--- config.mk ---
export PLATFORM = sky130hd
export DESIGN_NAME = sd_clock_gen
export DESIGN_NICKNAME = d
export VERILOG_FILES = /design/src/rtl/sd_clock_gen.sv
export SDC_FILE = /design/constraint.sdc
export NUM_CORES = 1
export LEC_CHECK = 0
export BUFFER_PORTS_ARGS = -buffer_cell sky130_fd_sc_hd__buf_2
export CAP_MARGIN = 10
export CELL_PAD_IN_SITES_DETAIL_PLACEMENT = 2
export CELL_PAD_IN_SITES_GLOBAL_PLACEMENT = 2
export CORE_MARGIN = 1
export CORE_UTILIZATION = 30
export DETAILED_ROUTE_END_ITERATION = 10
export GPL_TIMING_DRIVEN = 1
export HOLD_SLACK_MARGIN = 0.02
export PLACE_DENSITY_LB_ADDON = 0.1
export SYNTH_ARGS = -nofsm -noshare
export SYNTH_HDL_FRONTEND = slang
export SYNTH_SLANG_ARGS = --single-unit
export TNS_END_PERCENT = 10
--- constraint.sdc ---
create_clock -name clock -period 1.7 [get_ports clock]
set_clock_uncertainty 0.2 [all_clocks]
set_input_delay 0.17 -clock clock [delete_from_list [all_inputs] [get_ports clock]]
set_output_delay 0.17 -clock clock [all_outputs]
set_load 0.05 [all_outputs]
--- src/rtl/sd_clock_gen.sv ---
`timescale 1ns/1ps

module sd_clock_gen #(
    parameter int CLK_DIV_LOG2 = 2,
    parameter int MAIN_RATIO_LOG2 = 4,
    parameter int CMP_RATIO_LOG2 = 3
) (
    input  logic clock,
    input  logic rst,
    input  logic enable,
    input  logic sync,
    output logic sd_clk,
    output logic bit_stb,
    output logic main_stb,
    output logic cmp_stb
);

    // Last count before the divider MSB rises
    localparam logic [CLK_DIV_LOG2-1:0] RISE_CNT = CLK_DIV_LOG2'(2 ** (CLK_DIV_LOG2 - 1) - 1);

    logic [CLK_DIV_LOG2-1:0] div_cnt;
    logic [MAIN_RATIO_LOG2-1:0] main_cnt;
    logic [CMP_RATIO_LOG2-1:0] cmp_cnt;
    logic bit_tick;

    // Modulator clock is the divider MSB, low out of reset
    assign sd_clk = div_cnt[CLK_DIV_LOG2-1];

    // Next edge raises sd_clk
    assign bit_tick = enable && (div_cnt == RISE_CNT);

    always_ff @(posedge clock) begin
        if (rst) begin
            div_cnt <= '0;
            main_cnt <= '0;
            cmp_cnt <= '0;
            bit_stb <= 1'b0;
            main_stb <= 1'b0;
            cmp_stb <= 1'b0;
        end else begin
            // Strobes line up with the cycle where sd_clk is freshly high
            bit_stb <= bit_tick;
            main_stb <= bit_tick && (main_cnt == '1) && !sync;
            cmp_stb <= bit_tick && (cmp_cnt == '1);

            if (enable) begin
                div_cnt <= div_cnt + 1'b1;
            end

            // Main window restarts from sync
            if (sync) begin
                main_cnt <= '0;
            end else if (bit_tick) begin
                main_cnt <= main_cnt + 1'b1;
            end

            // Comparator window is free running
            if (bit_tick) begin
                cmp_cnt <= cmp_cnt + 1'b1;
            end
        end
    end

endmodule

==> impl_metrics.toml <==
[run_status]
result_of_the_run = "finished, final reports clean"

[pwr]
worst_vdd_ir_v = 0.000397
combinationalPowerShare_pct = 9.6
clkPwrFrac_pct = 39.3
power_report.internal_total_mw = 0.439
leakagePower_nw = 0.241
pwr-share-seq_pct = 51.1
fin_total_pwr_mw = 0.579
p_per_area_nw_per_um2 = 1010
switching_share_of_total_power_pct = 24.1
p_sw_mw = 0.139

[grt]
grt_start_max_net_pins = 10
grt_pass1_wl_mm = 1.81
grt_util_all_layers_pct = 14.7
grt.overflow.total = 0
antenna_found_initial = 0
first_global_vias = 415

[synth]
synth.net_count = 57
postSynthRegisterBits = 12
synthCells = 49
synth_area_um2 = 468
yosys_warnings = 0
post_synth_num_cell_types = 17
syn-mean-instance-area_um2 = 9.55
synth.yosys.seq_area_share_pct = 51.3

[timing]
timing_hold_violations_final = 0
fin_worst_hold_slack_ns = 0.0477
rsz0062_at_grt = "no"
maxSlewViolCount = 0
setup_violations = 0
achievable-frequency_ghz = 0.646
max_slew_margin_pct = 82.6
post-route-min-period_ns = 1.55
setup_total_negative_slack_ns = 0
post-route-period-util_pct = 91.1
worst-slew-pin-transition_ns = 0.260

[die]
fp.dieH_um = 41.5
num_io_pins = 8
initial_core_util_pct = 33.8
fp.dieArea_um2 = 1720
placeableCoreArea_um2 = 1380
placementRows = 13
die_x_um = 41.5

[flow_run]
maxCapViolCount = 0

[place]
dp_cells = 70
placed_area_um2 = 514
hpwl_um = 759
number_of_buffers_added_on_ports = 7
finalWeightedCongestion = 0.693

[finish]
layout.cell_area.non_filler_um2 = 571
nFillCells = 151
n_antenna_cell = 0
finalNonFillerCells = 76
drive_above_1_share_pct = 19.7
finish.net_count = 70
syn2layout_area_growth_pct = 21.9

[critical_path]
worst-setup-path-type = "flop to flop"
crit_path_start_kind = "flop"
rrSetupSlack_ns = 0.15
worst-endpoint-arrival_ns = 1.56
timing.critical_path.required_ns = 1.71
worstPathMaxFanout = 6
timing.critical_path.to_type = "flop"

[clocking]
numClockSinks = 12
clock-root-buffer = "sky130_fd_sc_hd__clkbuf_4"
postCtsHoldBufs = 2
clock_latency_ns = 0.27
tritoncts = "yes"
post-cts-setup-buffers = 0
tritoncts.num_buffers = 3
clock_tree.buffer_depth = 2
clock_tree.htree_level_count = 1
ctsResizeCount = 0
cts_clock_pin_slew_for_the_worst_setup_and_hold_paths_ns = 0.08

[drt]
dr.pass1.iters = 2
count_of_nets_left_with_antenna_violations_after_detail_routing = 0
drt-wirelength-per-cell_um = 13.1
remaining_drc_errors = 0
total_wirelength_um = 992
post_drt_via_cell_ratio = 5.04
drtIter0Drc = 3
vias = 383

[min_path]
hp-class = "primary input to flop"
[cell usage in the layout (no fill, tap or decap)]
master,count
sky130_fd_sc_hd__nor2_1,6
sky130_fd_sc_hd__clkbuf_4,3
sky130_fd_sc_hd__or3_1,1
sky130_fd_sc_hd__a211oi_1,1
sky130_fd_sc_hd__and2_1,1
sky130_fd_sc_hd__xnor2_1,1
sky130_fd_sc_hd__nand3_2,1
sky130_fd_sc_hd__inv_1,1
sky130_fd_sc_hd__nand2_1,6
sky130_fd_sc_hd__clkbuf_8,1
sky130_fd_sc_hd__buf_2,7
sky130_fd_sc_hd__nand3_1,4
sky130_fd_sc_hd__ha_1,4
sky130_fd_sc_hd__o21ai_0,1
sky130_fd_sc_hd__a21oi_1,4
sky130_fd_sc_hd__nor3_1,1
sky130_fd_sc_hd__dfxtp_1,12
sky130_fd_sc_hd__dlygate4sd3_1,2
sky130_fd_sc_hd__xor2_1,3
sky130_fd_sc_hd__or2_1,1
[layer usage]
metal  track usage (%)  part of all wire (%)  vias to the layer above
li1                  -                     -                      186
met1              14.9                    44                      187
met2              25.0                    53                       10
met3              5.22                   3.6                        0
met4              9.68                     0                        0
met5                 0                     0                        -
[per-stage QoR]
step	util [%]	setup slack (ns)
global route	41.3	0.00385
floorplan	-	0.0185
global placement	37.2	0.247
detailed placement	37.2	0.152
CTS	41.3	0.133
finish	41.3	0.152
[kinds of logic (layout without fill, tap and decap cells)]
kind of cell | after synthesis | count (layout) | share of synthesized area [%]
compound gates | 6 | 6 | 6.95
fa+ha+maj | 4 | 4 | 10.7
flops | 12 | 12 | 51.3
simple gates | 21 | 21 | 21.1
buf+inv | 2 | 14 | 2.41
xor+xnor | 4 | 4 | 7.49
[registers in the layout, summed over array words and instances (netlist names)]
register and flops:
bit_stb 1, cmp_cnt 3, cmp_stb 1, div_cnt 2, main_cnt 4, main_stb 1
[Yosys cell counts]
| cell type | instances | share of area, % |
|---|---|---|
| sky130_fd_sc_hd__or2_1 | 1 | 1.3 |
| sky130_fd_sc_hd__buf_4 | 1 | 1.6 |
| sky130_fd_sc_hd__a21oi_1 | 4 | 4.3 |
| sky130_fd_sc_hd__xnor2_1 | 1 | 1.9 |
| sky130_fd_sc_hd__xor2_1 | 3 | 5.6 |
| sky130_fd_sc_hd__inv_1 | 1 | 0.80 |
| sky130_fd_sc_hd__nand3_2 | 1 | 2.1 |
| sky130_fd_sc_hd__ha_1 | 4 | 11 |
| sky130_fd_sc_hd__nor2_1 | 6 | 4.8 |
| sky130_fd_sc_hd__and2_1 | 1 | 1.3 |
| sky130_fd_sc_hd__nand3_1 | 4 | 4.3 |
| sky130_fd_sc_hd__nand2_1 | 6 | 4.8 |
| sky130_fd_sc_hd__o21ai_0 | 1 | 1.1 |
| sky130_fd_sc_hd__nor3_1 | 1 | 1.1 |
| sky130_fd_sc_hd__or3_1 | 1 | 1.3 |
| sky130_fd_sc_hd__a211oi_1 | 1 | 1.6 |
| sky130_fd_sc_hd__dfxtp_1 | 12 | 51 |
[path summary, 6_finish.rpt]
path,start,depth (start not counted),end
worst max-delay path,div_cnt[1],5,main_cnt[3]
worst min-delay path,sync,3,main_cnt[3]
worst max register to register,div_cnt[1],5,main_cnt[3]
worst min register to register,main_cnt[3],2,main_stb
[critical path, cell delays in order (launching register included)]
cell,delay (ns)
sky130_fd_sc_hd__dfxtp_1,0.33
sky130_fd_sc_hd__inv_1,0.06
sky130_fd_sc_hd__ha_1,0.28
sky130_fd_sc_hd__nand3_2,0.12
sky130_fd_sc_hd__or3_1,0.35
sky130_fd_sc_hd__a21oi_1,0.14
[power groups by stage]
stage	Sequential [mW]	Combinational, mW	Clock [mW]
final	0.296	0.0554	0.228
after CTS	0.296	0.0570	0.236
after global routing	0.297	0.0629	0.253
after floorplan	0.312	0.0277	0
after global placement	0.301	0.0493	0
after detailed placement	0.303	0.0527	0
[layout make-up]
cell class | instances | area [µm²] | share of cell area (%)
tap | 15 | 18.8 | 3.29
sequential | 12 | 240 | 42.1
multi-input combinational | 35 | 216 | 37.9
timing repair buffer | 9 | 55.1 | 9.65
inverter | 1 | 3.75 | 0.658
clock buffer | 4 | 36.3 | 6.36
No activity file was read; power rests on OpenSTA's default activity.
