[config.mk]
export PLATFORM = sky130hd
export DESIGN_NAME = sd_config_regs
export DESIGN_NICKNAME = d
export VERILOG_FILES = /design/src/rtl/sd_pkg.sv /design/src/rtl/sd_config_regs.sv
export SDC_FILE = /design/constraint.sdc
export NUM_CORES = 1
export LEC_CHECK = 0
export ABC_AREA = 0
export BUFFER_PORTS_ARGS = -buffer_cell sky130_fd_sc_hd__buf_2
export CORE_MARGIN = 1.5
export CORE_UTILIZATION = 35
export DETAILED_ROUTE_END_ITERATION = 16
export GPL_ROUTABILITY_DRIVEN = 0
export PLACE_DENSITY = 0.57
export REMOVE_ABC_BUFFERS = 1
export SLEW_MARGIN = 20
export SYNTH_ARGS = -nofsm -noshare
export SYNTH_HDL_FRONTEND = slang
export SYNTH_SLANG_ARGS = --single-unit
[constraint.sdc]
create_clock -name clock -period 4 [get_ports clock]
set_clock_uncertainty 0.1 [all_clocks]
set_input_delay 0.2 -clock clock [delete_from_list [all_inputs] [get_ports clock]]
set_output_delay 0.2 -clock clock [all_outputs]
set_load 0.03 [all_outputs]
[src/rtl/sd_pkg.sv]
package sd_pkg;

    //////////////////////////////////////////////////////////////////////
    // Data widths
    //////////////////////////////////////////////////////////////////////

    // Signed output sample
    localparam int SAMPLE_W = 16;
    // Configuration register
    localparam int REG_W = 32;
    // Channel tag on the shared output port
    localparam int CHAN_ID_W = 4;
    // Register port address
    localparam int REG_ADDR_W = 8;

    //////////////////////////////////////////////////////////////////////
    // Register map
    //////////////////////////////////////////////////////////////////////

    // One slot per possible channel tag in each bank
    localparam int BANK_STRIDE = 2 ** CHAN_ID_W;
    localparam int REG_LOW_BASE = 0;
    localparam int REG_HIGH_BASE = BANK_STRIDE;
    localparam int REG_OFFSET_BASE = 2 * BANK_STRIDE;

    // Supported decimation ratios, as log2
    localparam int MIN_RATIO_LOG2 = 2;
    localparam int MAX_RATIO_LOG2 = 6;

    typedef logic signed [SAMPLE_W-1:0] sample_t;

    // CIC3 register growth is 3*log2(R), plus one bit for the +/-1 input
    function automatic int cic_width(input int ratio_log2);
        return 3 * ratio_log2 + 1;
    endfunction

    // Drops the R^2 gain of the two upper stages
    function automatic int cic_shift(input int ratio_log2);
        return 2 * ratio_log2;
    endfunction

endpackage
[src/rtl/sd_config_regs.sv]
`timescale 1ns/1ps

module sd_config_regs import sd_pkg::*; #(
    parameter int N_CHANNELS = 2
) (
    input  logic clock,
    input  logic rst,
    input  logic reg_we,
    input  logic [REG_ADDR_W-1:0] reg_addr,
    input  logic [REG_W-1:0] reg_wdata,
    output logic [REG_W-1:0] reg_rdata,
    output sample_t low_thr [N_CHANNELS],
    output sample_t high_thr [N_CHANNELS],
    output sample_t offsets [N_CHANNELS]
);

    localparam int N_REGS = 3 * N_CHANNELS;
    localparam int IDX_W = $clog2(N_REGS);

    // Flat storage: low bank, then high bank, then offset bank
    logic [REG_W-1:0] regs [N_REGS];
    logic hit;
    logic [IDX_W-1:0] idx;

    //////////////////////////////////////////////////////////////////////
    // Address decode
    //////////////////////////////////////////////////////////////////////

    always_comb begin
        hit = 1'b0;
        idx = '0;
        for (int c = 0; c < N_CHANNELS; c++) begin
            if (reg_addr == REG_ADDR_W'(REG_LOW_BASE + c)) begin
                hit = 1'b1;
                idx = IDX_W'(c);
            end
            if (reg_addr == REG_ADDR_W'(REG_HIGH_BASE + c)) begin
                hit = 1'b1;
                idx = IDX_W'(N_CHANNELS + c);
            end
            if (reg_addr == REG_ADDR_W'(REG_OFFSET_BASE + c)) begin
                hit = 1'b1;
                idx = IDX_W'(2 * N_CHANNELS + c);
            end
        end
    end

    // Unmapped writes dropped, unmapped reads give zero
    always_ff @(posedge clock) begin
        if (rst) begin
            for (int r = 0; r < N_REGS; r++) begin
                regs[r] <= '0;
            end
            reg_rdata <= '0;
        end else begin
            if (reg_we && hit) begin
                regs[idx] <= reg_wdata;
            end
            reg_rdata <= hit ? regs[idx] : '0;
        end
    end

    // Only the low bits feed the datapath
    for (genvar c = 0; c < N_CHANNELS; c++) begin : g_out
        assign low_thr[c] = sample_t'(regs[c][SAMPLE_W-1:0]);
        assign high_thr[c] = sample_t'(regs[N_CHANNELS + c][SAMPLE_W-1:0]);
        assign offsets[c] = sample_t'(regs[2 * N_CHANNELS + c][SAMPLE_W-1:0]);
    end

endmodule

==> flow_metrics.py <==
metrics = {
    "critical_path": {
        "startpoint": "reg_addr[7]",
        "required_ns": 4.28,
        "cp_max_fo": 54,
        "cp.arrival_ns": 2.69,
        "r2r_cells": 3,
        "criticalPathCategory": "primary input to flop",
        "endpoint": "reg_rdata[28]",
        "r2r-start": "regs[4][0]",
        "r2r_slack_ns": 2.85,
        "cp-end-kind": "flop",
        "rr_endpoint": "reg_rdata[0]",
        "cp-start-kind": "primary input",
    },
    "yosys": {
        "synth_top_area_share_pct": 57.60,
        "ys.flop_type": "edfxtp_1",
        "ys_ff_latch": 224,
        "async_flop_share_pct": 0,
        "synth_area_per_cell_sq_um": 12.22,
        "syn_inst": 819,
        "yosysSeqAreaShare_pct": 64.00,
        "synth.area.top_cells": "edfxtp_1 (58%), buf_4 (7.2%), dfxtp_1 (6.4%)",
        "synth_area_leader_cell": "edfxtp_1",
        "synth_cell_types": 29,
        "syn-cell-area_sq_um": 10010,
        "synth-edff-count": 192,
        "yosysWarningCount": 0,
    },
    "pwr": {
        "ir_drop_mv": 0.2667,
        "leakage_uw": 0.004873,
        "pwr_density_cell_nw_per_um2": 452.6,
        "total_power_uw": 5327,
    },
    "finish": {
        "syn2layout_area_growth_pct": 17.58,
        "drive_gt1_share_pct": 26.10,
        "nets": 961,
    },
    "grt": {
        "globalRouteTotalUtil_pct": 19.86,
        "overflow": 0,
        "grt_pass1_vias": 6724,
        "grt_max_degree": 55,
        "antenna_found_initial": 1,
        "grt_pass1_wl_microns": 42820,
    },
    "die": {
        "coreArea_sq_um": 27930,
        "die_h_microns": 172.1,
        "start_util_pct": 35.83,
        "die-area_sq_um": 29620,
        "die-width_microns": 172.1,
        "pin_count": 171,
        "fp-row-count": 61,
    },
    "timing": {
        "setup_violations": 0,
        "max_slew_margin_pct": 20.71,
        "setup_ws_ns": 1.595,
        "finalHoldViolCount": 0,
        "worstMarginPinSlew_ns": 1.189,
        "max_freq_ghz": 0.4159,
        "fin_crit_ns": 2.405,
        "post-route-period-util_pct": 60.12,
        "rsz0062_at_grt": "no",
        "drv_slew": 0,
    },
    "cts": {
        "cts_buffer_depth": 3,
        "post_cts_buffers": 0,
        "cts_max_level": 1,
        "cts_buffers": 25,
        "ctsResizeCount": 0,
        "clk_latency_ns": 0.51,
        "clock-root-buffer": "clkbuf_16",
        "clock-sinks": 224,
        "cts_hold_buf": 32,
        "cts_tree": "built",
        "clk_pin_slew_ns": 0.06,
    },
    "drt": {
        "via_per_inst": 5.111,
        "drt-pass1-iter-count": 6,
        "antenna_left": 0,
        "wl_per_cell_microns": 22.77,
        "routed_wl_microns": 29920,
        "drtIter0Drc": 687,
        "vias": 6716,
        "drc": 0,
    },
    "placed_design": {
        "place_ws_ns": 1.151,
        "place_hpwl_microns": 16360,
        "port_buffers": 170,
    },
    "run": {
        "cap_violations": 0,
    },
    "hold_path": {
        "hold_class": "primary input to flop",
    },
    "run_status": {
        "status": "completed",
    },
}
==> through the flow <==
step	cell area [sq um]	std cells	utilization [%]	setup TNS, ns	hold WS, ns
3_3_place_gp	10640	1237	38.09	0	0.3940
5_1_grt	11770	1314	42.13	0	0.3028
6_report	11770	1314	42.13	0	0.2776
4_1_cts	11760	1313	42.11	0	0.2764
2_1_floorplan	9050	669	-	-860.20	0.2982
3_5_place_dp	10640	1237	38.09	0	0.3957
==> kinds of logic (layout without fill, tap and decap cells) <==
| group | count (synthesis) | count (layout) | synth area share (%) |
|---|---|---|---|
| compound gates | 102 | 102 | 7.625 |
| buf+inv | 182 | 298 | 10.79 |
| flops | 224 | 224 | 64.00 |
| mux | 64 | 64 | 6.400 |
| other cells | 0 | 1 | 0 |
| simple gates | 247 | 247 | 11.19 |
==> cell type report <==
type                    instances  area (sq um)
diodes                          1         2.502
clock buffers                  40         732.0
clock inverters                 4         68.82
fillers                      2714         16170
inverters                      32         120.1
multi-input cells             413          2608
flip-flops and latches        224          6406
well taps                     378         473.0
repair buffers                222          1359
==> where the power goes <==
group	internal [uW]	switching [uW]
clock network	1370	896
logic	112	267
registers	2640	46.5
==> layout by cell type, fill, tap and decap left out, types with 25 or more instances in the layout <==
cell / synthesis / layout
dfxtp_1: 32 / 32
buf_2: 11 / 170
dlygate4sd3_1: 0 / 32
and2_1: 32 / 32
edfxtp_1: 192 / 192
inv_1: 32 / 32
nor2_1: 129 / 129
o21ai_0: 32 / 32
mux2i_1: 64 / 64
clkbuf_16: 0 / 25
a21o_1: 33 / 33
nand2_1: 33 / 32
a222oi_1: 32 / 32
nand3_1: 37 / 33
==> Yosys cell counts (all sizes together) (2+ instances only) <==
cell type,n
or4b,3
and2,32
edfxtp,192
dfxtp,32
mux2i,64
nor2,129
a21o,33
o21ai,32
nor2b,2
nand2,33
inv,32
buf,110
clkbuf,40
nand2b,4
and3,2
a222oi,32
nor4b,2
nand3,37
==> how the worst min path moves through the flow <==
stage / start / endpoint / slack [ns] / cells past startpoint
final: reg_addr[2] / reg_rdata[4] / 0.28 / 6
after global routing: reg_addr[2] / reg_rdata[19] / 0.30 / 6
after CTS: reg_addr[2] / reg_rdata[22] / 0.28 / 6
after detailed placement: reg_wdata[2] / regs[4][2] / 0.40 / 2
after global placement: reg_wdata[25] / regs[4][25] / 0.39 / 2
after floorplan: reg_wdata[0] / regs[4][0] / 0.30 / 1
==> metal layers <==
| metal | up-vias | share of wire, % | track usage, % |
|---|---|---|---|
| met1 | 3346 | 41 | 26.21 |
| li1 | 3016 | - | - |
| met5 | - | 0 | 0 |
| met4 | 0 | 1.6 | 4.953 |
| met3 | 30 | 7.8 | 3.090 |
| met2 | 324 | 49 | 34.10 |
==> sequential cells by signal (all words and copies together) (netlist names) <==
| register | count |
|---|---|
| regs | 192 |
| reg_rdata | 32 |
==> critical path: stages <==
cell and delay, ns:
buf_2 0.13, nor4b_4 0.26, buf_4 0.55, nand2_4 0.28, buf_4 0.52, mux2i_1 0.25, a222oi_1 0.45
No activity file was read; power rests on OpenSTA's default activity.
