### config.mk
export PLATFORM = sky130hd
export DESIGN_NAME = sd_channel_flat
export DESIGN_NICKNAME = d
export VERILOG_FILES = /design/src/rtl/sd_pkg.sv /design/src/rtl/sample_if.sv /design/src/rtl/sd_channel.sv /design/src/flat_wrapper.sv
export SDC_FILE = /design/constraint.sdc
export NUM_CORES = 1
export LEC_CHECK = 0
export BUFFER_PORTS_ARGS = -buffer_cell sky130_fd_sc_hd__buf_2
export CORE_UTILIZATION = 35
export CTS_CLUSTER_DIAMETER = 40
export DETAILED_ROUTE_END_ITERATION = 7
export GPL_ROUTABILITY_DRIVEN = 0
export PLACE_DENSITY_LB_ADDON = 0.3
export SYNTH_ARGS = -nofsm -noshare
export SYNTH_HDL_FRONTEND = slang
export SYNTH_SLANG_ARGS = --single-unit
### constraint.sdc
create_clock -name clock -period 12.05 [get_ports clock]
set_input_delay 1.205 -clock clock [delete_from_list [all_inputs] [get_ports clock]]
set_output_delay 1.205 -clock clock [all_outputs]
set_load 0.02 [all_outputs]
### src/rtl/sd_pkg.sv
package sd_pkg;

    //////////////////////////////////////////////////////////////////////
    // Data widths
    //////////////////////////////////////////////////////////////////////

    // Signed output sample
    localparam int SAMPLE_W = 16;
    // Configuration register
    localparam int REG_W = 32;
    // Channel tag on the shared output port
    localparam int CHAN_ID_W = 4;
    // Register port address
    localparam int REG_ADDR_W = 8;

    //////////////////////////////////////////////////////////////////////
    // Register map
    //////////////////////////////////////////////////////////////////////

    // One slot per possible channel tag in each bank
    localparam int BANK_STRIDE = 2 ** CHAN_ID_W;
    localparam int REG_LOW_BASE = 0;
    localparam int REG_HIGH_BASE = BANK_STRIDE;
    localparam int REG_OFFSET_BASE = 2 * BANK_STRIDE;

    // Supported decimation ratios, as log2
    localparam int MIN_RATIO_LOG2 = 2;
    localparam int MAX_RATIO_LOG2 = 6;

    typedef logic signed [SAMPLE_W-1:0] sample_t;

    // CIC3 register growth is 3*log2(R), plus one bit for the +/-1 input
    function automatic int cic_width(input int ratio_log2);
        return 3 * ratio_log2 + 1;
    endfunction

    // Drops the R^2 gain of the two upper stages
    function automatic int cic_shift(input int ratio_log2);
        return 2 * ratio_log2;
    endfunction

endpackage
### src/rtl/sample_if.sv
`timescale 1ns/1ps

interface sample_if import sd_pkg::*; ();

    // Four-phase handshake pair
    logic req;
    logic ack;

    // Payload, stable while req is high
    sample_t data;
    logic [CHAN_ID_W-1:0] chan;

    // Producer side, one per main channel
    modport channel (
        output req, data, chan,
        input  ack
    );

    // Consumer side, the output arbiter
    modport arbiter (
        input  req, data, chan,
        output ack
    );

endinterface

### src/rtl/sd_channel.sv
`timescale 1ns/1ps

module sd_channel import sd_pkg::*; #(
    parameter int RATIO_LOG2 = 4,
    parameter bit INVERT = 1'b0
) (
    input  logic clock,
    input  logic rst,
    input  logic bit_in,
    input  logic bit_stb,
    input  logic dec_stb,
    input  logic sync,
    input  sample_t offset,
    input  logic [CHAN_ID_W-1:0] chan_id,
    sample_if.channel out,
    output sample_t cmp_data,
    output logic cmp_valid
);

    // One bit above the CIC growth so an all-ones window reaches +R
    localparam int W = cic_width(RATIO_LOG2) + 1;
    localparam int SH = cic_shift(RATIO_LOG2);
    // Headroom for offset subtraction and negation
    localparam int EXT_W = SAMPLE_W + 2;
    localparam sample_t SAT_MAX = sample_t'({1'b0, {(SAMPLE_W - 1){1'b1}}});
    localparam sample_t SAT_MIN = sample_t'({1'b1, {(SAMPLE_W - 1){1'b0}}});

    if (RATIO_LOG2 < MIN_RATIO_LOG2 || RATIO_LOG2 > MAX_RATIO_LOG2) begin : g_bad_ratio
        $fatal(1, "sd_channel: RATIO_LOG2 %0d out of range", RATIO_LOG2);
    end

    logic signed [W-1:0] step;
    logic signed [W-1:0] integ1, integ2, integ3;
    logic signed [W-1:0] sum1, sum2, sum3;
    logic signed [W-1:0] dly1, dly2, dly3;
    logic signed [W-1:0] comb1, comb2, comb3;
    logic signed [W-1:0] comb_q;
    logic signed [W-SH-1:0] decimated;
    logic signed [EXT_W-1:0] diff;
    logic signed [EXT_W-1:0] corrected;
    sample_t scaled;
    logic stb_d;
    logic launch;

    //////////////////////////////////////////////////////////////////////
    // Integrators step once per modulator bit
    //////////////////////////////////////////////////////////////////////

    // Bit 1 maps to +1, bit 0 to -1
    assign step = bit_in ? W'(1) : {W{1'b1}};

    always_comb begin
        sum1 = integ1 + step;
        sum2 = integ2 + sum1;
        sum3 = integ3 + sum2;
    end

    always_ff @(posedge clock) begin
        if (rst || sync) begin
            integ1 <= '0;
            integ2 <= '0;
            integ3 <= '0;
        end else if (bit_stb) begin
            // wraps freely and the combs undo it
            integ1 <= sum1;
            integ2 <= sum2;
            integ3 <= sum3;
        end
    end

    //////////////////////////////////////////////////////////////////////
    // Combs at the decimated rate
    //////////////////////////////////////////////////////////////////////

    always_comb begin
        comb1 = integ3 - dly1;
        comb2 = comb1 - dly2;
        comb3 = comb2 - dly3;
    end

    always_ff @(posedge clock) begin
        if (rst || sync) begin
            dly1 <= '0;
            dly2 <= '0;
            dly3 <= '0;
            comb_q <= '0;
        end else if (dec_stb) begin
            dly1 <= integ3;
            dly2 <= comb1;
            dly3 <= comb2;
            comb_q <= comb3;
        end
    end

    //////////////////////////////////////////////////////////////////////
    // Scaling, offset, sign and saturation
    //////////////////////////////////////////////////////////////////////

    // Arithmetic shift right by 2*log2(R) leaves 2k-R
    assign decimated = comb_q[W-1:SH];

    always_comb begin
        diff = EXT_W'(decimated) - EXT_W'(offset);
        corrected = INVERT ? -diff : diff;
        if (corrected > EXT_W'(SAT_MAX)) begin
            scaled = SAT_MAX;
        end else if (corrected < EXT_W'(SAT_MIN)) begin
            scaled = SAT_MIN;
        end else begin
            scaled = sample_t'(corrected[SAMPLE_W-1:0]);
        end
    end

    // Sample lands one clock after the strobe that loaded comb_q
    always_ff @(posedge clock) begin
        if (rst) begin
            stb_d <= 1'b0;
            cmp_valid <= 1'b0;
        end else begin
            stb_d <= dec_stb;
            cmp_valid <= stb_d;
        end
    end

    always_ff @(posedge clock) begin
        if (stb_d) begin
            cmp_data <= scaled;
        end
    end

    //////////////////////////////////////////////////////////////////////
    // Four-phase output
    //////////////////////////////////////////////////////////////////////

    // Idle needs both req and ack low or the sample is dropped
    assign launch = cmp_valid && !out.req && !out.ack;
    assign out.chan = chan_id;

    always_ff @(posedge clock) begin
        if (rst) begin
            out.req <= 1'b0;
        end else if (out.req && out.ack) begin
            out.req <= 1'b0;
        end else if (launch) begin
            out.req <= 1'b1;
        end
    end

    // Held for the whole handshake
    always_ff @(posedge clock) begin
        if (launch) begin
            out.data <= cmp_data;
        end
    end

endmodule

### src/flat_wrapper.sv
// flat-port wrapper written by rule: the top's interface ports become plain ports
module sd_channel_flat import sd_pkg::*;
#(
    parameter int RATIO_LOG2 = 4,
    parameter bit INVERT = 1'b0
)
  (clock, rst, bit_in, bit_stb, dec_stb, sync, offset, chan_id, cmp_data, cmp_valid, out_req, out_data, out_chan, out_ack);
  sample_if out_i ();
  input  logic clock;
  input  logic rst;
  input  logic bit_in;
  input  logic bit_stb;
  input  logic dec_stb;
  input  logic sync;
  input  sample_t offset;
  input  logic [CHAN_ID_W-1:0] chan_id;
  output sample_t cmp_data;
  output logic cmp_valid;
  output wire logic [$bits(out_i.req)-1:0] out_req;
  output wire logic [$bits(out_i.data)-1:0] out_data;
  output wire logic [$bits(out_i.chan)-1:0] out_chan;
  input wire logic [$bits(out_i.ack)-1:0] out_ack;
  assign out_req = out_i.req;
  assign out_data = out_i.data;
  assign out_chan = out_i.chan;
  assign out_i.ack = out_ack;
  sd_channel #(.RATIO_LOG2(RATIO_LOG2), .INVERT(INVERT)) u_core (.clock(clock), .rst(rst), .bit_in(bit_in), .bit_stb(bit_stb), .dec_stb(dec_stb), .sync(sync), .offset(offset), .chan_id(chan_id), .out(out_i), .cmp_data(cmp_data), .cmp_valid(cmp_valid));
endmodule
==> impl_metrics.prom <==
# TYPE chip_impl_metric gauge
chip_impl_metric{name="grt.total_usage",unit="%"} 13.0
chip_impl_metric{name="worst_slack",unit="ns"} 6.13
chip_impl_info{name="most-common-layout-cells",value="nor2_1 (133), ha_1 (94), dfxtp_1 (93)"} 1
chip_impl_info{name="worstSetupPathType",value="in -> reg"} 1
chip_impl_metric{name="switching_share",unit="%"} 38.0
chip_impl_metric{name="route.detailed.wl_per_inst",unit="µm"} 11.7
chip_impl_metric{name="cts.path.max_buffers",unit=""} 2
chip_impl_metric{name="fin_total_pwr",unit="W"} 0.00204
chip_impl_metric{name="numPortBuffers",unit=""} 56
chip_impl_info{name="min_delay_worst_endpoint",value="u_core.out.data[14]$_DFFE_PP_"} 1
chip_impl_metric{name="wl",unit="µm"} 15200
chip_impl_metric{name="grt_pass1_vias",unit=""} 5690
chip_impl_metric{name="routed-via-count",unit=""} 6162
chip_impl_metric{name="num-fill-cells",unit=""} 2321
chip_impl_info{name="cp_startpoint_kind",value="primary input"} 1
chip_impl_metric{name="yosys_warnings",unit=""} 0
chip_impl_metric{name="fin_crit_sh",unit="%"} 49.2
chip_impl_metric{name="max_freq",unit="MHz"} 169
chip_impl_metric{name="yosysSeqAreaShare",unit="%"} 33.6
chip_impl_info{name="crit-reg2reg-launch",value="u_core.integ1[0]$_SDFFE_PP0P_"} 1
chip_impl_info{name="hold_path.class",value="reg -> reg"} 1
chip_impl_metric{name="drc",unit=""} 0
chip_impl_metric{name="fp-row-count",unit=""} 56
chip_impl_metric{name="synth_cells",unit=""} 924
chip_impl_metric{name="die_height",unit="µm"} 157
chip_impl_metric{name="register_area",unit="µm²"} 2820
chip_impl_metric{name="clkSinkCount",unit=""} 125
chip_impl_metric{name="setup-violations-final",unit=""} 0
chip_impl_info{name="critical_path.reg2reg.endpoint",value="u_core.integ3[13]$_SDFFE_PP0P_"} 1
chip_impl_metric{name="fp.coreArea",unit="µm²"} 23500
chip_impl_metric{name="power.sequential.fraction",unit="%"} 24.9
chip_impl_info{name="critical_path_slowest_stage_cell",value="or4_4"} 1
chip_impl_metric{name="cap_viol_max_count",unit=""} 0
chip_impl_metric{name="number_of_hold_buffers_added_after_cts",unit=""} 0
chip_impl_metric{name="detailedRoute.firstIterationViolations",unit=""} 244
chip_impl_metric{name="clk_transition_reported_paths",unit="ns"} 0.06
chip_impl_metric{name="starting_utilization_of_the_core_area",unit="%"} 35.8
chip_impl_metric{name="power.density",unit="nW/µm²"} 213
chip_impl_metric{name="final_cells",unit=""} 1302
chip_impl_metric{name="via_per_inst",unit=""} 4.73
chip_impl_info{name="outcome",value="finished clean"} 1
chip_impl_metric{name="power_switching",unit="W"} 0.000774
chip_impl_metric{name="post_route_cells_drive_above_1_share",unit="%"} 10.9
chip_impl_metric{name="grt_start_max_net_pins",unit=""} 60
chip_impl_metric{name="drtAntennaViolNets",unit=""} 0
chip_impl_metric{name="final-hold-violation-count",unit=""} 0
chip_impl_metric{name="reg2reg_setup_slack",unit="ns"} 7.03
chip_impl_info{name="rsz0062_at_grt",value="no"} 1
chip_impl_metric{name="die_width",unit="µm"} 157
chip_impl_metric{name="skew",unit="ns"} 0.0109
chip_impl_info{name="cp-end-kind",value="register"} 1
chip_impl_metric{name="worstPathArrival",unit="ns"} 6.20
chip_impl_metric{name="post_cts_resize_count",unit=""} 0
chip_impl_info{name="tritoncts",value="yes"} 1
chip_impl_metric{name="area_of_combinational_cells_with_multiple_inputs",unit="µm²"} 5130
chip_impl_metric{name="slowest_delay",unit="ns"} 0.53
chip_impl_metric{name="overflow",unit=""} 0
chip_impl_metric{name="finalHoldWorstSlack",unit="ns"} 0.441
chip_impl_metric{name="syn-cell-area",unit="µm²"} 8390
chip_impl_info{name="timing.critical_path.cells",value="buf_2 -> inv_1 -> ha_1 -> a21oi_1 -> nor2b_1 -> nor2_1 -> xnor2_1 -> ha_1 -> o21ai_0 -> a21boi_0 -> o21ai_0 -> a21boi_0 -> nor2_1 -> o21ai_0 -> a21oi_1 -> xnor2_1 -> ha_1 -> or4_4 -> a31o_1 -> a21oi_2 -> xnor3_1 -> nand2_1 -> xor2_1 -> nor2_1"} 1
chip_impl_metric{name="placed_cells_incl_taps",unit=""} 1270
chip_impl_info{name="worst_hold_startpoint",value="u_core.cmp_data[14]$_SDFFCE_PN1P_"} 1
chip_impl_metric{name="syn_to_final_growth",unit="%"} 13.8
chip_impl_metric{name="cts_post_setup_buffers_inserted",unit=""} 0
chip_impl_metric{name="grt_first_pass_wirelength",unit="µm"} 26100
chip_impl_metric{name="p_int",unit="W"} 0.00126
chip_impl_metric{name="htree_num_levels",unit=""} 4
chip_impl_metric{name="fin_crit",unit="ns"} 5.92
chip_impl_info{name="netlist.top_cell.by_area",value="dfxtp_1"} 1
chip_impl_metric{name="dp_hpwl",unit="µm"} 10900
chip_impl_metric{name="comb_power_share",unit="%"} 50.0
chip_impl_metric{name="floorplan.die_area",unit="µm²"} 24600
chip_impl_metric{name="post-place-ws",unit="ns"} 5.77
chip_impl_metric{name="number_of_antenna_repair_diodes",unit=""} 0
chip_impl_metric{name="cp_max_fo",unit=""} 13
chip_impl_metric{name="power.leakage",unit="nW"} 4.16
chip_impl_metric{name="power.ir.vdd_worst",unit="mV"} 0.123
chip_impl_metric{name="nets",unit=""} 1097
chip_impl_metric{name="grt_antenna_before_repair",unit=""} 0
chip_impl_metric{name="synth_cell_type_count",unit=""} 63
chip_impl_metric{name="fin_tns_setup",unit="ns"} 0
chip_impl_info{name="most_common_library_cell_in_the_layout_ignoring_fill_and_taps",value="nor2_1"} 1
chip_impl_metric{name="synth.ff_latch_count",unit=""} 125
chip_impl_metric{name="critical_path_required",unit="ns"} 12.33
chip_impl_metric{name="worst_skew_pair.late_latency",unit="ns"} 0.42
chip_impl_info{name="synth_flop_cell",value="dfxtp_1"} 1
chip_impl_metric{name="synth_top_area_share",unit="%"} 22.2
chip_impl_metric{name="pwr-share-clk",unit="%"} 25.1
chip_impl_metric{name="number_of_pins_exceeding_their_max_slew_limit_in_the_final_report",unit=""} 0
chip_impl_metric{name="relSlewSlack",unit="%"} 24.6
chip_impl_metric{name="worst_slew_pin_slew",unit="ns"} 1.13
chip_impl_metric{name="ys_async_sr_fraction",unit="%"} 0
chip_impl_metric{name="boundaryPins",unit=""} 65
chip_impl_metric{name="synth.net_count",unit=""} 1051
chip_impl_metric{name="synth-edff-count",unit=""} 32
chip_impl_metric{name="rr_worst_depth",unit=""} 20
chip_impl_info{name="synth_area_leaders",value="dfxtp_1 (22%), ha_1 (14%), edfxtp_1 (11%), mux2i_1 (8.1%), nor2_1 (5.9%)"} 1
chip_impl_metric{name="hold-path-cell-count",unit=""} 0
chip_impl_metric{name="cts_made_buffers",unit=""} 17
chip_impl_metric{name="detail_route.first_pass.iterations",unit=""} 4
chip_impl_info{name="cts_root_buffer",value="clkbuf_16"} 1
chip_impl_metric{name="syn_area_cell",unit="µm²"} 9.08
Yosys cell counts (all sizes together) (4+ instances only):
| cell type | number |
|---|---|
| a2111oi | 4 |
| a211oi | 10 |
| a21boi | 8 |
| a21o | 19 |
| a21oi | 56 |
| a31oi | 5 |
| buf | 15 |
| clkbuf | 17 |
| dfxtp | 93 |
| edfxtp | 32 |
| fa | 6 |
| ha | 94 |
| inv | 81 |
| mux2i | 69 |
| nand2 | 35 |
| nand2b | 9 |
| nand3 | 19 |
| nand3b | 7 |
| nor2 | 133 |
| nor2b | 12 |
| nor3 | 16 |
| o211ai | 5 |
| o21a | 12 |
| o21ai | 29 |
| o21bai | 11 |
| o31ai | 6 |
| xnor2 | 55 |
| xor2 | 17 |
power by group through the flow:
stage,Combinational (W),Clock (W),Sequential [W]
floorplan,0.000835,0,0.000523
global route,0.00116,0.000542,0.000512
finish,0.00102,0.000511,0.000507
CTS,0.00103,0.000524,0.000507
global placement,0.00100,0,0.000516
detailed placement,0.00101,0,0.000516
routing by layer:
layer	track usage [%]	vias up	part of all wire, %
met4	3.55	0	1.0
met1	17.7	2753	53
met3	3.24	12	3.5
li1	-	3320	-
met5	0	-	0
met2	20.3	77	42
registers in the layout (all words and copies together) (netlist names):
name,cells
u_core.cmp_valid,1
u_core.integ3,14
u_core.out.req,1
u_core.cmp_data,16
u_core.comb_q,6
u_core.dly2,14
u_core.integ2,14
u_core.stb_d,1
u_core.integ1,14
u_core.dly1,14
u_core.out.data,16
u_core.dly3,14
logic make-up (layout without fill, tap and decap cells):
family / after synthesis / in the layout / synth area share (%)
AOI/OAI and AO/OA: 181 / 181 / 14.4
xor gates and xnor gates: 75 / 75 / 8.33
adders and majority gates: 103 / 103 / 15.8
buffers and inverters: 113 / 172 / 5.29
DFF: 125 / 125 / 33.6
muxes: 71 / 71 / 8.54
and+or+nand+nor: 256 / 256 / 14.0
critical path: cells and delay by family:
family / cells / cell delay (ns)
simple gates: 6 / 0.91
fa+ha+maj: 3 / 0.88
xor+xnor: 4 / 0.73
buf+inv: 2 / 0.51
compound gates: 9 / 1.94
final cells by class:
class,instances,share of cell area [%]
multi-input combinational,686,53.7
timing repair buffer,59,3.17
clock buffer,18,4.49
sequential,125,29.6
clock inverter,14,1.69
inverter,81,3.18
tap,319,4.18
worst max path at each step:
stage,slack (ns),start,end,cells past startpoint
3_5_place_dp,5.77,bit_in,u_core.integ3[13]$_SDFFE_PP0P_,24
4_1_cts,6.18,bit_in,u_core.integ3[13]$_SDFFE_PP0P_,24
3_3_place_gp,5.87,bit_in,u_core.integ3[13]$_SDFFE_PP0P_,24
6_report,6.13,bit_in,u_core.integ3[13]$_SDFFE_PP0P_,24
2_1_floorplan,6.48,bit_in,u_core.integ3[13]$_SDFFE_PP0P_,22
5_1_grt,5.66,bit_in,u_core.integ3[13]$_SDFFE_PP0P_,24
per-stage QoR:
stage / cell area (µm²) / utilization (%)
floorplan: 8390 / -
global placement: 8960 / 38.2
detailed placement: 8960 / 38.2
CTS: 9550 / 40.7
global route: 9550 / 40.7
finish: 9550 / 40.7
No activity file was read; power rests on OpenSTA's default activity.
