### config.mk
export PLATFORM = sky130hd
export DESIGN_NAME = sd_fault_comparator
export DESIGN_NICKNAME = d
export VERILOG_FILES = /design/src/rtl/sd_pkg.sv /design/src/rtl/sd_fault_comparator.sv
export SDC_FILE = /design/constraint.sdc
export NUM_CORES = 1
export LEC_CHECK = 0
export BUFFER_PORTS_ARGS = -buffer_cell sky130_fd_sc_hd__buf_2
export CORE_MARGIN = 1
export CORE_UTILIZATION = 48
export DETAILED_ROUTE_END_ITERATION = 10
export PLACE_DENSITY_LB_ADDON = 0.05
export RECOVER_POWER = 25
export SYNTH_ARGS = -nofsm -noshare
export SYNTH_HDL_FRONTEND = slang
export SYNTH_SLANG_ARGS = --single-unit
export TNS_END_PERCENT = 30
### constraint.sdc
create_clock -name clock -period 5 [get_ports clock]
set_input_delay 0.75 -clock clock [delete_from_list [all_inputs] [get_ports clock]]
set_output_delay 0.75 -clock clock [all_outputs]
set_load 0.1 [all_outputs]
### src/rtl/sd_pkg.sv
package sd_pkg;

    //////////////////////////////////////////////////////////////////////
    // Data widths
    //////////////////////////////////////////////////////////////////////

    // Signed output sample
    localparam int SAMPLE_W = 16;
    // Configuration register
    localparam int REG_W = 32;
    // Channel tag on the shared output port
    localparam int CHAN_ID_W = 4;
    // Register port address
    localparam int REG_ADDR_W = 8;

    //////////////////////////////////////////////////////////////////////
    // Register map
    //////////////////////////////////////////////////////////////////////

    // One slot per possible channel tag in each bank
    localparam int BANK_STRIDE = 2 ** CHAN_ID_W;
    localparam int REG_LOW_BASE = 0;
    localparam int REG_HIGH_BASE = BANK_STRIDE;
    localparam int REG_OFFSET_BASE = 2 * BANK_STRIDE;

    // Supported decimation ratios, as log2
    localparam int MIN_RATIO_LOG2 = 2;
    localparam int MAX_RATIO_LOG2 = 6;

    typedef logic signed [SAMPLE_W-1:0] sample_t;

    // CIC3 register growth is 3*log2(R), plus one bit for the +/-1 input
    function automatic int cic_width(input int ratio_log2);
        return 3 * ratio_log2 + 1;
    endfunction

    // Drops the R^2 gain of the two upper stages
    function automatic int cic_shift(input int ratio_log2);
        return 2 * ratio_log2;
    endfunction

endpackage
### src/rtl/sd_fault_comparator.sv
`timescale 1ns/1ps

module sd_fault_comparator import sd_pkg::*; #(
    parameter int N_CHANNELS = 2
) (
    input  logic clock,
    input  logic rst,
    input  sample_t data [N_CHANNELS],
    input  logic [N_CHANNELS-1:0] valid,
    input  sample_t low_thr [N_CHANNELS],
    input  sample_t high_thr [N_CHANNELS],
    output logic [N_CHANNELS-1:0] channel_faults,
    output logic combined_fault
);

    logic [N_CHANNELS-1:0] out_of_range;

    // Signed window check per channel
    always_comb begin
        for (int i = 0; i < N_CHANNELS; i++) begin
            out_of_range[i] = (data[i] > high_thr[i]) || (data[i] < low_thr[i]);
        end
    end

    always_ff @(posedge clock) begin
        if (rst) begin
            channel_faults <= '0;
            combined_fault <= 1'b0;
        end else begin
            // Each fault holds until its next comparator sample
            for (int i = 0; i < N_CHANNELS; i++) begin
                if (valid[i]) begin
                    channel_faults[i] <= out_of_range[i];
                end
            end
            // Trails the per-channel faults by one clock
            combined_fault <= |channel_faults;
        end
    end

endmodule

==> results of run 1 <==
## path summary, 6_finish.rpt
check | depth (start not counted) | slack, ns | endpoint
max | 7 | 2.68 | channel_faults[0]$_SDFFE_PP0P_
max reg2reg | 3 | 4.13 | channel_faults[1]$_SDFFE_PP0P_
min reg2reg | 2 | 0.51 | channel_faults[0]$_SDFFE_PP0P_
min | 2 | 0.51 | channel_faults[0]$_SDFFE_PP0P_
## Yosys cell counts, types with 2 or more instances
cell / count / share of area
a211oi_1: 4 / 0.018
a21o_1: 8 / 0.036
a21oi_1: 18 / 0.054
dfxtp_1: 3 / 0.036
ha_1: 62 / 0.46
inv_1: 69 / 0.15
mux2i_1: 2 / 0.012
nand2_1: 6 / 0.013
nand2b_1: 3 / 0.011
nand3_1: 5 / 0.015
nand4_1: 11 / 0.041
nor2_1: 8 / 0.018
nor2b_1: 2 / 0.0075
nor4_1: 2 / 0.0075
o211ai_1: 2 / 0.0090
o21ai_0: 8 / 0.024
o21bai_1: 2 / 0.0090
## layer usage
layer / global-route usage / vias to the layer above / wire (um)
li1: - / 1011 / -
met1: 0.215 / 818 / 1580
met2: 0.424 / 53 / 1980
met3: 0.0147 / 2 / 179
met4: 0.0649 / 0 / 27
met5: 0 / - / 0
## cells in the final DEF (no fill, tap or decap), drive strengths merged, types with 2 or more instances in the layout
master  synthesis  routed
nor2            8       8
a21oi          18      18
nand2           6       6
ha             62      62
inv            69      69
nand3           5       5
o211ai          2       2
o21bai          2       2
buf             0     101
a21o            8       8
a211oi          4       4
o21ai           8       8
nor4            2       2
nor2b           2       2
dfxtp           3       3
clkbuf          0       5
nand4          11      11
nand2b          4       4
mux2i           2       2
## per-stage QoR
step	worst slack (ns)	instances	power, mW
final	2.68	382	0.250
after global routing	2.60	382	0.282
after CTS	2.69	382	0.255
after detailed placement	2.44	378	0.210
after global placement	2.47	378	0.207
after floorplan	2.61	230	0.142
## flip-flops by register name, indices dropped and copies added, names as in the netlist
register	count
combined_fault	1
channel_faults	2
## cell type report
class	instances	area (um2)	area share
Sequential cell	3	60.1	0.0265
Timing Repair Buffer	102	509	0.224
Tap cell	46	57.6	0.0254
Inverter	69	259	0.114
Multi-Input combinational cell	158	1360	0.598
Clock buffer	4	26.3	0.0116
## power by group through the flow
stage | clock network, mW | registers (mW) | logic [mW]
floorplan | 0 | 0.0515 | 0.0904
global placement | 0 | 0.0291 | 0.178
detailed placement | 0 | 0.0292 | 0.181
CTS | 0.0439 | 0.0289 | 0.182
global route | 0.0450 | 0.0292 | 0.207
finish | 0.0422 | 0.0289 | 0.179
## worst register-to-register path: stages (launching register included)
cell	delay, ns
dfxtp_1	0.34
o21bai_1	0.10
a41o_1	0.21
o22ai_1	0.15
## cell families after synthesis
| kind of cell | after synthesis | share of synthesized area |
|---|---|---|
| muxes | 2 | 0.0119 |
| and+or+nand+nor | 41 | 0.130 |
| DFF | 3 | 0.0358 |
| buffers and inverters | 69 | 0.154 |
| adders and majority gates | 62 | 0.463 |
| AOI/OAI and AO/OA | 53 | 0.205 |
==> impl_metrics.toml, run 1 <==
[timing]
fin_crit_ns = 2.32
timing.fmax_mhz = 431
grt_setup_unrepaired = "false"
tightest_slew_ns = 0.500
fin_crit_sh = 0.464
relSlewSlack = 0.669
fin_setup_tns_ns = 0
setup_viol = 0
maxSlewViolCount = 0
hold_viol = 0
fin_worst_skew_ns = 0.000823
whs_ns = 0.513

[layout]
drive_gt1_frac = 0.313
fillers = 346
final_area_mm2 = 0.00227
post-route-util = 0.680
diodes = 0
nNetsFinal = 499
area_growth_pct = 35.4

[yosys]
synth_nets = 392
syn_area_mm2 = 0.00168
syn_avg_cell_area_um2 = 7.29
synthCells = 230
ys_ff_latch = 3
async_reset_ff_frac = 0
yosysSeqAreaShare = 0.0358
ys_types = 32
yosysWarnings = 0
ys.flop_type = "dfxtp_1"
synth_edf_count = 0

[worst_setup_path]
r2r_start = "channel_faults[1]$_SDFFE_PP0P_"
crit_slowest_cell = "or4_1"
path_buf_inv = 1
cp.required_ns = 5.11
crit_chain = "buf_2, ha_1, a21o_1, a2111o_1, or4_1, nand3_1, a311oi_1"
slowest_delay_ns = 0.50
start_kind = "input pin"
path_max_fanout = 2
crit_type = "input pin to register"
critPathCaptureType = "register"
crit_path_start = "data[29]"
critical_path_arrival_ns = 2.43
critPathTopFamily = "compound AO/OA/AOI/OAI gates"

[clocking]
cts_root_buf = "clkbuf_4"
cts.sink_count = 3
cts_made_buffers = 3
clk_pin_slew_ns = 0.04
clock_latency_ns = 0.23
ctsHtreeMaxLevel = 1
cts_max_path_buffers = 2
cts_tree = "built"
postCtsSetupRepairBufs = 0
cts_hold_buf = 0
cts_resized = 0

[floorplanning]
io-pin-count = 103
dieArea_mm2 = 0.00373
die_h_um = 61.1
row_count = 21
core-area_mm2 = 0.00334
die_x_um = 61.1
start_util = 0.502

[routing]
dr.pass1.iters = 4
routedWlPerCell_um = 9.84
final_antenna_net_count = 0
via_per_inst = 4.93
wirelength_um = 3760
drt_iter0_markers = 37
drc_errors = 0
num_vias = 1884

[global_route]
grt_pass1_vias = 1661
grt_max_degree = 4
grt_usage = 0.205
grt_overflow = 0
antenna_found_initial = 0
grt_pass1_wl_um = 5980

[run]
drv_cap = 0

[power_and_ir_drop]
power_density_mw_per_mm2 = 110
leakagePower_nw = 1.49
seq_power_share = 0.116
p_int_uw = 139
power_frac_clock = 0.168
p_switching_uw = 112
switching_share = 0.446
pwr-share-comb = 0.716
vdd_ir_drop_max_uv = 66.6

[placed_design]
dp_hpwl_um = 3590
gp_congestion = 0.791
post_dp_cell_area_mm2 = 0.00224
io_buffers = 102

[status]
status = "finished clean"

[worst_hold_path]
min_from = "channel_faults[0]$_SDFFE_PP0P_"
hold_path_class = "register to register"
(Power assumes the default switching activity.)
==> inputs of run 2 (changes only) <==
--- a/config.mk
+++ b/config.mk
@@ -7,7 +7,7 @@
 export LEC_CHECK = 0
 export BUFFER_PORTS_ARGS = -buffer_cell sky130_fd_sc_hd__buf_2
 export CORE_MARGIN = 1
-export CORE_UTILIZATION = 48
+export CORE_UTILIZATION = 44
 export DETAILED_ROUTE_END_ITERATION = 10
 export PLACE_DENSITY_LB_ADDON = 0.05
 export RECOVER_POWER = 25
==> constraint.sdc (replaced) <==
create_clock -name clock -period 2.15 [get_ports clock]
set_input_delay 0.3225 -clock clock [delete_from_list [all_inputs] [get_ports clock]]
set_output_delay 0.3225 -clock clock [all_outputs]
set_load 0.1 [all_outputs]
==> run 2 against run 1 <==
Compared with the run above:
- critical path depth stayed put
- count of clock-buffer cells in the layout did not move
- final cell count is 0.52% higher
- wire length rose by 0.53%
- global-route usage shrank 0.46 points
- largest power group unchanged
==> impl_metrics.toml, run 2 (synthesis results as in run 1) <==
[worst_setup_path]
r2r_slack_ns = 1.29
r2r_start = "channel_faults[1]$_SDFFE_PP0P_"
rr_worst_depth = 3
start_kind = "input pin"
crit_type = "input pin to register"
cp.required_ns = 2.24
critPathCaptureType = "register"
path_max_fanout = 2
timing.rr.end = "channel_faults[1]$_SDFFE_PP0P_"
critical_path_arrival_ns = 2.01

[power_and_ir_drop]
p_switching_uw = 270
seq_power_share = 0.103
pwr-share-comb = 0.642
switching_share = 0.415
p_total_uw = 650
power_frac_clock = 0.255
leakagePower_nw = 1.50
vdd_ir_drop_max_uv = 129
p_int_uw = 380
power_density_mw_per_mm2 = 284

[timing]
fin_setup_tns_ns = 0
hold_viol = 0
maxSlewViolCount = 0
timing.fmax_mhz = 521
whs_ns = 0.293
grt_setup_unrepaired = "false"
setup_viol = 0
tightest_slew_ns = 0.499
setup_ws_ns = 0.229
relSlewSlack = 0.669
fin_crit_ns = 1.92
fin_crit_sh = 0.893
fin_worst_skew_ns = 0.00185

[placed_design]
dpl_worst_slack_ns = 0.0314
io_buffers = 102
post_dp_cell_area_mm2 = 0.00225
dp_hpwl_um = 3550
dp_cells = 380
gp_congestion = 0.807

[global_route]
grt_pass1_wl_um = 6610
antenna_found_initial = 0
grt_max_degree = 4
grt_usage = 0.201
grt_overflow = 0
grt_pass1_vias = 1741

[floorplanning]
start_util = 0.458
die_h_um = 63.7
die_x_um = 63.7
io-pin-count = 103
row_count = 22
dieArea_mm2 = 0.00406
core-area_mm2 = 0.00366

[clocking]
cts_root_buf = "clkbuf_8"
cts_tree = "built"
cts_max_path_buffers = 2
cts_made_buffers = 3
clock_latency_ns = 0.22
clk_pin_slew_ns = 0.03
cts.sink_count = 3
postCtsSetupRepairBufs = 0
cts_resized = 0
cts_hold_buf = 0
ctsHtreeMaxLevel = 1

[routing]
wirelength_um = 3780
routedWlPerCell_um = 9.84
drt_iter0_markers = 32
via_per_inst = 4.89
final_antenna_net_count = 0
drc_errors = 0
dr.pass1.iters = 4
num_vias = 1879

[worst_hold_path]
hold_end = "combined_fault$_SDFF_PP0_"
min_from = "rst"
hold_path_class = "input pin to register"
hold_depth = 2

[layout]
mostFrequentLayoutCell = "buf_2"
post-route-util = 0.626
largest_register_ffs = 2
drive_gt1_frac = 0.315
layout_common_cells = "buf_2, inv_1, ha_1, a21oi_1, nand4_1"
largest-register = "channel_faults"
fillers = 376
area_growth_pct = 36.7
nNetsFinal = 499
stdcell_count = 384
diodes = 0
reg_top3 = "channel_faults x2, combined_fault x1"
final_area_mm2 = 0.00229

[status]
status = "finished clean"

[run]
drv_cap = 0
## run 2: changes by cell type in the layout (fill, tap and decap cells not counted), sizes merged
cell,previous run,this run
buf,101,102
clkbuf,5,4
## run 2: critical path, stage by stage
cell and delay [ns]:
buf_2 0.11, ha_1 0.31, a21o_1 0.18, a2111o_1 0.41, or4_1 0.50, nand3_1 0.10
a311oi_1 0.08
## run 2: worst max-delay path by stage
stage | from | end | slack (ns) | depth (start not counted)
2_1_floorplan | high_thr[29] | channel_faults[0]$_SDFFE_PP0P_ | 0.19 | 7
3_3_place_gp | data[29] | channel_faults[0]$_SDFFE_PP0P_ | 0.04 | 7
3_5_place_dp | data[29] | channel_faults[0]$_SDFFE_PP0P_ | 0.03 | 7
4_1_cts | data[29] | channel_faults[0]$_SDFFE_PP0P_ | 0.23 | 7
5_1_grt | data[29] | channel_faults[0]$_SDFFE_PP0P_ | 0.14 | 7
6_report | data[29] | channel_faults[0]$_SDFFE_PP0P_ | 0.23 | 7
## run 2: area by class of cell
class                   count  area [um2]  area share
inverters                  69         259       0.113
multi-input cells         158        1360       0.592
repair buffers            102         510       0.223
clock buffers               4        45.0      0.0197
well taps                  48        60.1      0.0262
flip-flops and latches      3        60.1      0.0262
## run 2: power groups by stage
stage / logic (mW) / clock network, mW / registers, mW
finish: 0.417 / 0.166 / 0.0669
global route: 0.481 / 0.176 / 0.0682
CTS: 0.424 / 0.165 / 0.0671
detailed placement: 0.421 / 0 / 0.0678
global placement: 0.415 / 0 / 0.0676
floorplan: 0.210 / 0 / 0.120
## run 2: per-layer routing
| layer | track usage | vias to the layer above | share of wire |
|---|---|---|---|
| met5 | 0 | - | 0 |
| met4 | 0.0994 | 0 | 0.034 |
| met3 | 0.0179 | 12 | 0.052 |
| met2 | 0.402 | 62 | 0.52 |
| met1 | 0.203 | 793 | 0.40 |
| li1 | - | 1012 | - |
==> inputs of run 3 (changes only) <==
--- a/config.mk
+++ b/config.mk
@@ -5,9 +5,10 @@
 export SDC_FILE = /design/constraint.sdc
 export NUM_CORES = 1
 export LEC_CHECK = 0
+export ABC_AREA = 1
 export BUFFER_PORTS_ARGS = -buffer_cell sky130_fd_sc_hd__buf_2
 export CORE_MARGIN = 1
-export CORE_UTILIZATION = 44
+export CORE_UTILIZATION = 46
 export DETAILED_ROUTE_END_ITERATION = 10
 export PLACE_DENSITY_LB_ADDON = 0.05
 export RECOVER_POWER = 25
==> run 3 against run 2 <==
Compared with the run above:
- die area grew 4.6%
- combinational power grew 5.8%
- critical path depth grew 5
- first-iteration DRC count grew 75%
- clock skew shrank 0.0015 ns
- fmax grew 37%
- worst setup slack gained 0.52 ns
- non-clock buffer count is the same
- global-route usage shrank 2.0 points
- via count grew 7.2%
- highest routed layer unchanged
==> impl_metrics.toml, run 3 <==
[status]
status = "finished clean"

[power_and_ir_drop]
vdd_ir_drop_max_uv = 121
leakagePower_nw = 1.71
power_density_mw_per_mm2 = 274
p_total_uw = 672

[layout]
area_growth_pct = 33.5
nNetsFinal = 570
diodes = 0
layout_common_cells = "buf_2, inv_1, nand2_1, ha_1, a21oi_1"
mostFrequentLayoutCell = "buf_2"
largest_register_ffs = 2
largest-register = "channel_faults"
reg_top3 = "channel_faults x2, combined_fault x1"
drive_gt1_frac = 0.283
post-route-util = 0.655

[clocking]
cts_hold_buf = 0
postCtsSetupRepairBufs = 0
cts_made_buffers = 3
cts_root_buf = "clkbuf_8"
cts_resized = 0
clock_latency_ns = 0.22
cts_tree = "built"
cts_max_path_buffers = 2
ctsHtreeMaxLevel = 1
cts.sink_count = 3
clk_pin_slew_ns = 0.03

[timing]
relSlewSlack = 0.671
whs_ns = 0.300
fin_worst_skew_ns = 0.000376
timing.fmax_mhz = 714
fin_crit_ns = 1.40
maxSlewViolCount = 0
hold_viol = 0
setup_ws_ns = 0.750
fin_setup_tns_ns = 0
grt_setup_unrepaired = "false"
fin_crit_sh = 0.651
setup_viol = 0
tightest_slew_ns = 0.498

[yosys]
syn_avg_cell_area_um2 = 6.10
synth_edf_count = 0
yosysWarnings = 0
ys.flop_type = "dfxtp_1"
synth_nets = 463
async_reset_ff_frac = 0
synthCells = 301
ys_types = 23
netlist_top_cells_area = "ha_1, inv_1, nand2_1"
synthMostInstantiatedCell = "inv_1"
synth.top_cells.by_count = "inv_1, nand2_1, ha_1"
netlist.area_leader.share = 0.423
syn_area_mm2 = 0.00184
yosysTopAreaCell = "ha_1"
yosysSeqAreaShare = 0.0327
ys_ff_latch = 3

[global_route]
antenna_found_initial = 0
grt_pass1_vias = 1633
grt_pass1_wl_um = 6220
grt_usage = 0.181
grt_max_degree = 6
grt_overflow = 0

[worst_setup_path]
critPathCaptureType = "register"
timing.rr.end = "channel_faults[0]$_SDFFE_PP0P_"
crit_type = "input pin to register"
cp.required_ns = 2.27
path_max_fanout = 2
rr_worst_depth = 4
critical_path_arrival_ns = 1.52
crit_path_start = "data[21]"
r2r_slack_ns = 1.51
start_kind = "input pin"
r2r_start = "channel_faults[0]$_SDFFE_PP0P_"

[placed_design]
dpl_worst_slack_ns = 0.512
gp_congestion = 0.819
dp_hpwl_um = 3530
io_buffers = 102

[floorplanning]
core-area_mm2 = 0.00374
start_util = 0.490
die_x_um = 65.2
die_h_um = 65.2
dieArea_mm2 = 0.00425
io-pin-count = 103
row_count = 22

[routing]
drc_errors = 0
dr.pass1.iters = 4
via_per_inst = 4.43
wirelength_um = 3740
final_antenna_net_count = 0
num_vias = 2014
routedWlPerCell_um = 8.21
drt_iter0_markers = 56

[worst_hold_path]
hold_depth = 2
hold_end = "combined_fault$_SDFF_PP0_"
min_from = "rst"
hold_path_class = "input pin to register"

[run]
drv_cap = 0
## run 3: cell type report
| class | count | area [um2] |
|---|---|---|
| Inverter | 86 | 323 |
| Tap cell | 48 | 60.1 |
| Sequential cell | 3 | 60.1 |
| Fill cell | 380 | 1290 |
| Timing Repair Buffer | 102 | 510 |
| Clock buffer | 4 | 45.0 |
| Multi-Input combinational cell | 212 | 1450 |
## run 3: worst max-delay path by stage
stage,endpoint
2_1_floorplan,channel_faults[1]$_SDFFE_PP0P_
4_1_cts,channel_faults[0]$_SDFFE_PP0P_
3_3_place_gp,channel_faults[0]$_SDFFE_PP0P_
5_1_grt,channel_faults[0]$_SDFFE_PP0P_
6_report,channel_faults[0]$_SDFFE_PP0P_
3_5_place_dp,channel_faults[0]$_SDFFE_PP0P_
## run 3: report_power, final
part	switching, mW	internal, mW	leakage, nW
clock network	0.0395	0.127	0.0228
registers	0.00301	0.0617	0.0251
logic	0.243	0.197	1.66
total	0.286	0.386	1.71
## run 3: layer usage
metal / GRT usage / up-vias / share of wire
met1: 0.240 / 800 / 0.50
met4: 0.0326 / 0 / 0.0062
li1: - / 1150 / -
met2: 0.302 / 59 / 0.42
met3: 0.0365 / 5 / 0.066
met5: 0 / - / 0
## run 3: critical path: stages
cell	delay, ns
buf_2	0.11
ha_1	0.30
a21oi_1	0.15
nor2_1	0.05
nor3_1	0.13
nand2_1	0.09
nand2_1	0.08
nand3_1	0.06
nand2_1	0.06
nand3_1	0.07
nand2_1	0.06
inv_1	0.03
## run 3: kinds of logic after synthesis
group           after synthesis  synth area share
compound gates               36             0.110
fa+ha+maj                    62             0.423
buf+inv                      86             0.176
flops                         3            0.0327
simple gates                114             0.259
## run 3: per-stage QoR
step	cell area (um2)	cells
floorplan	1840	301
CTS	2450	455
global route	2450	455
global placement	2410	451
detailed placement	2410	451
finish	2450	455
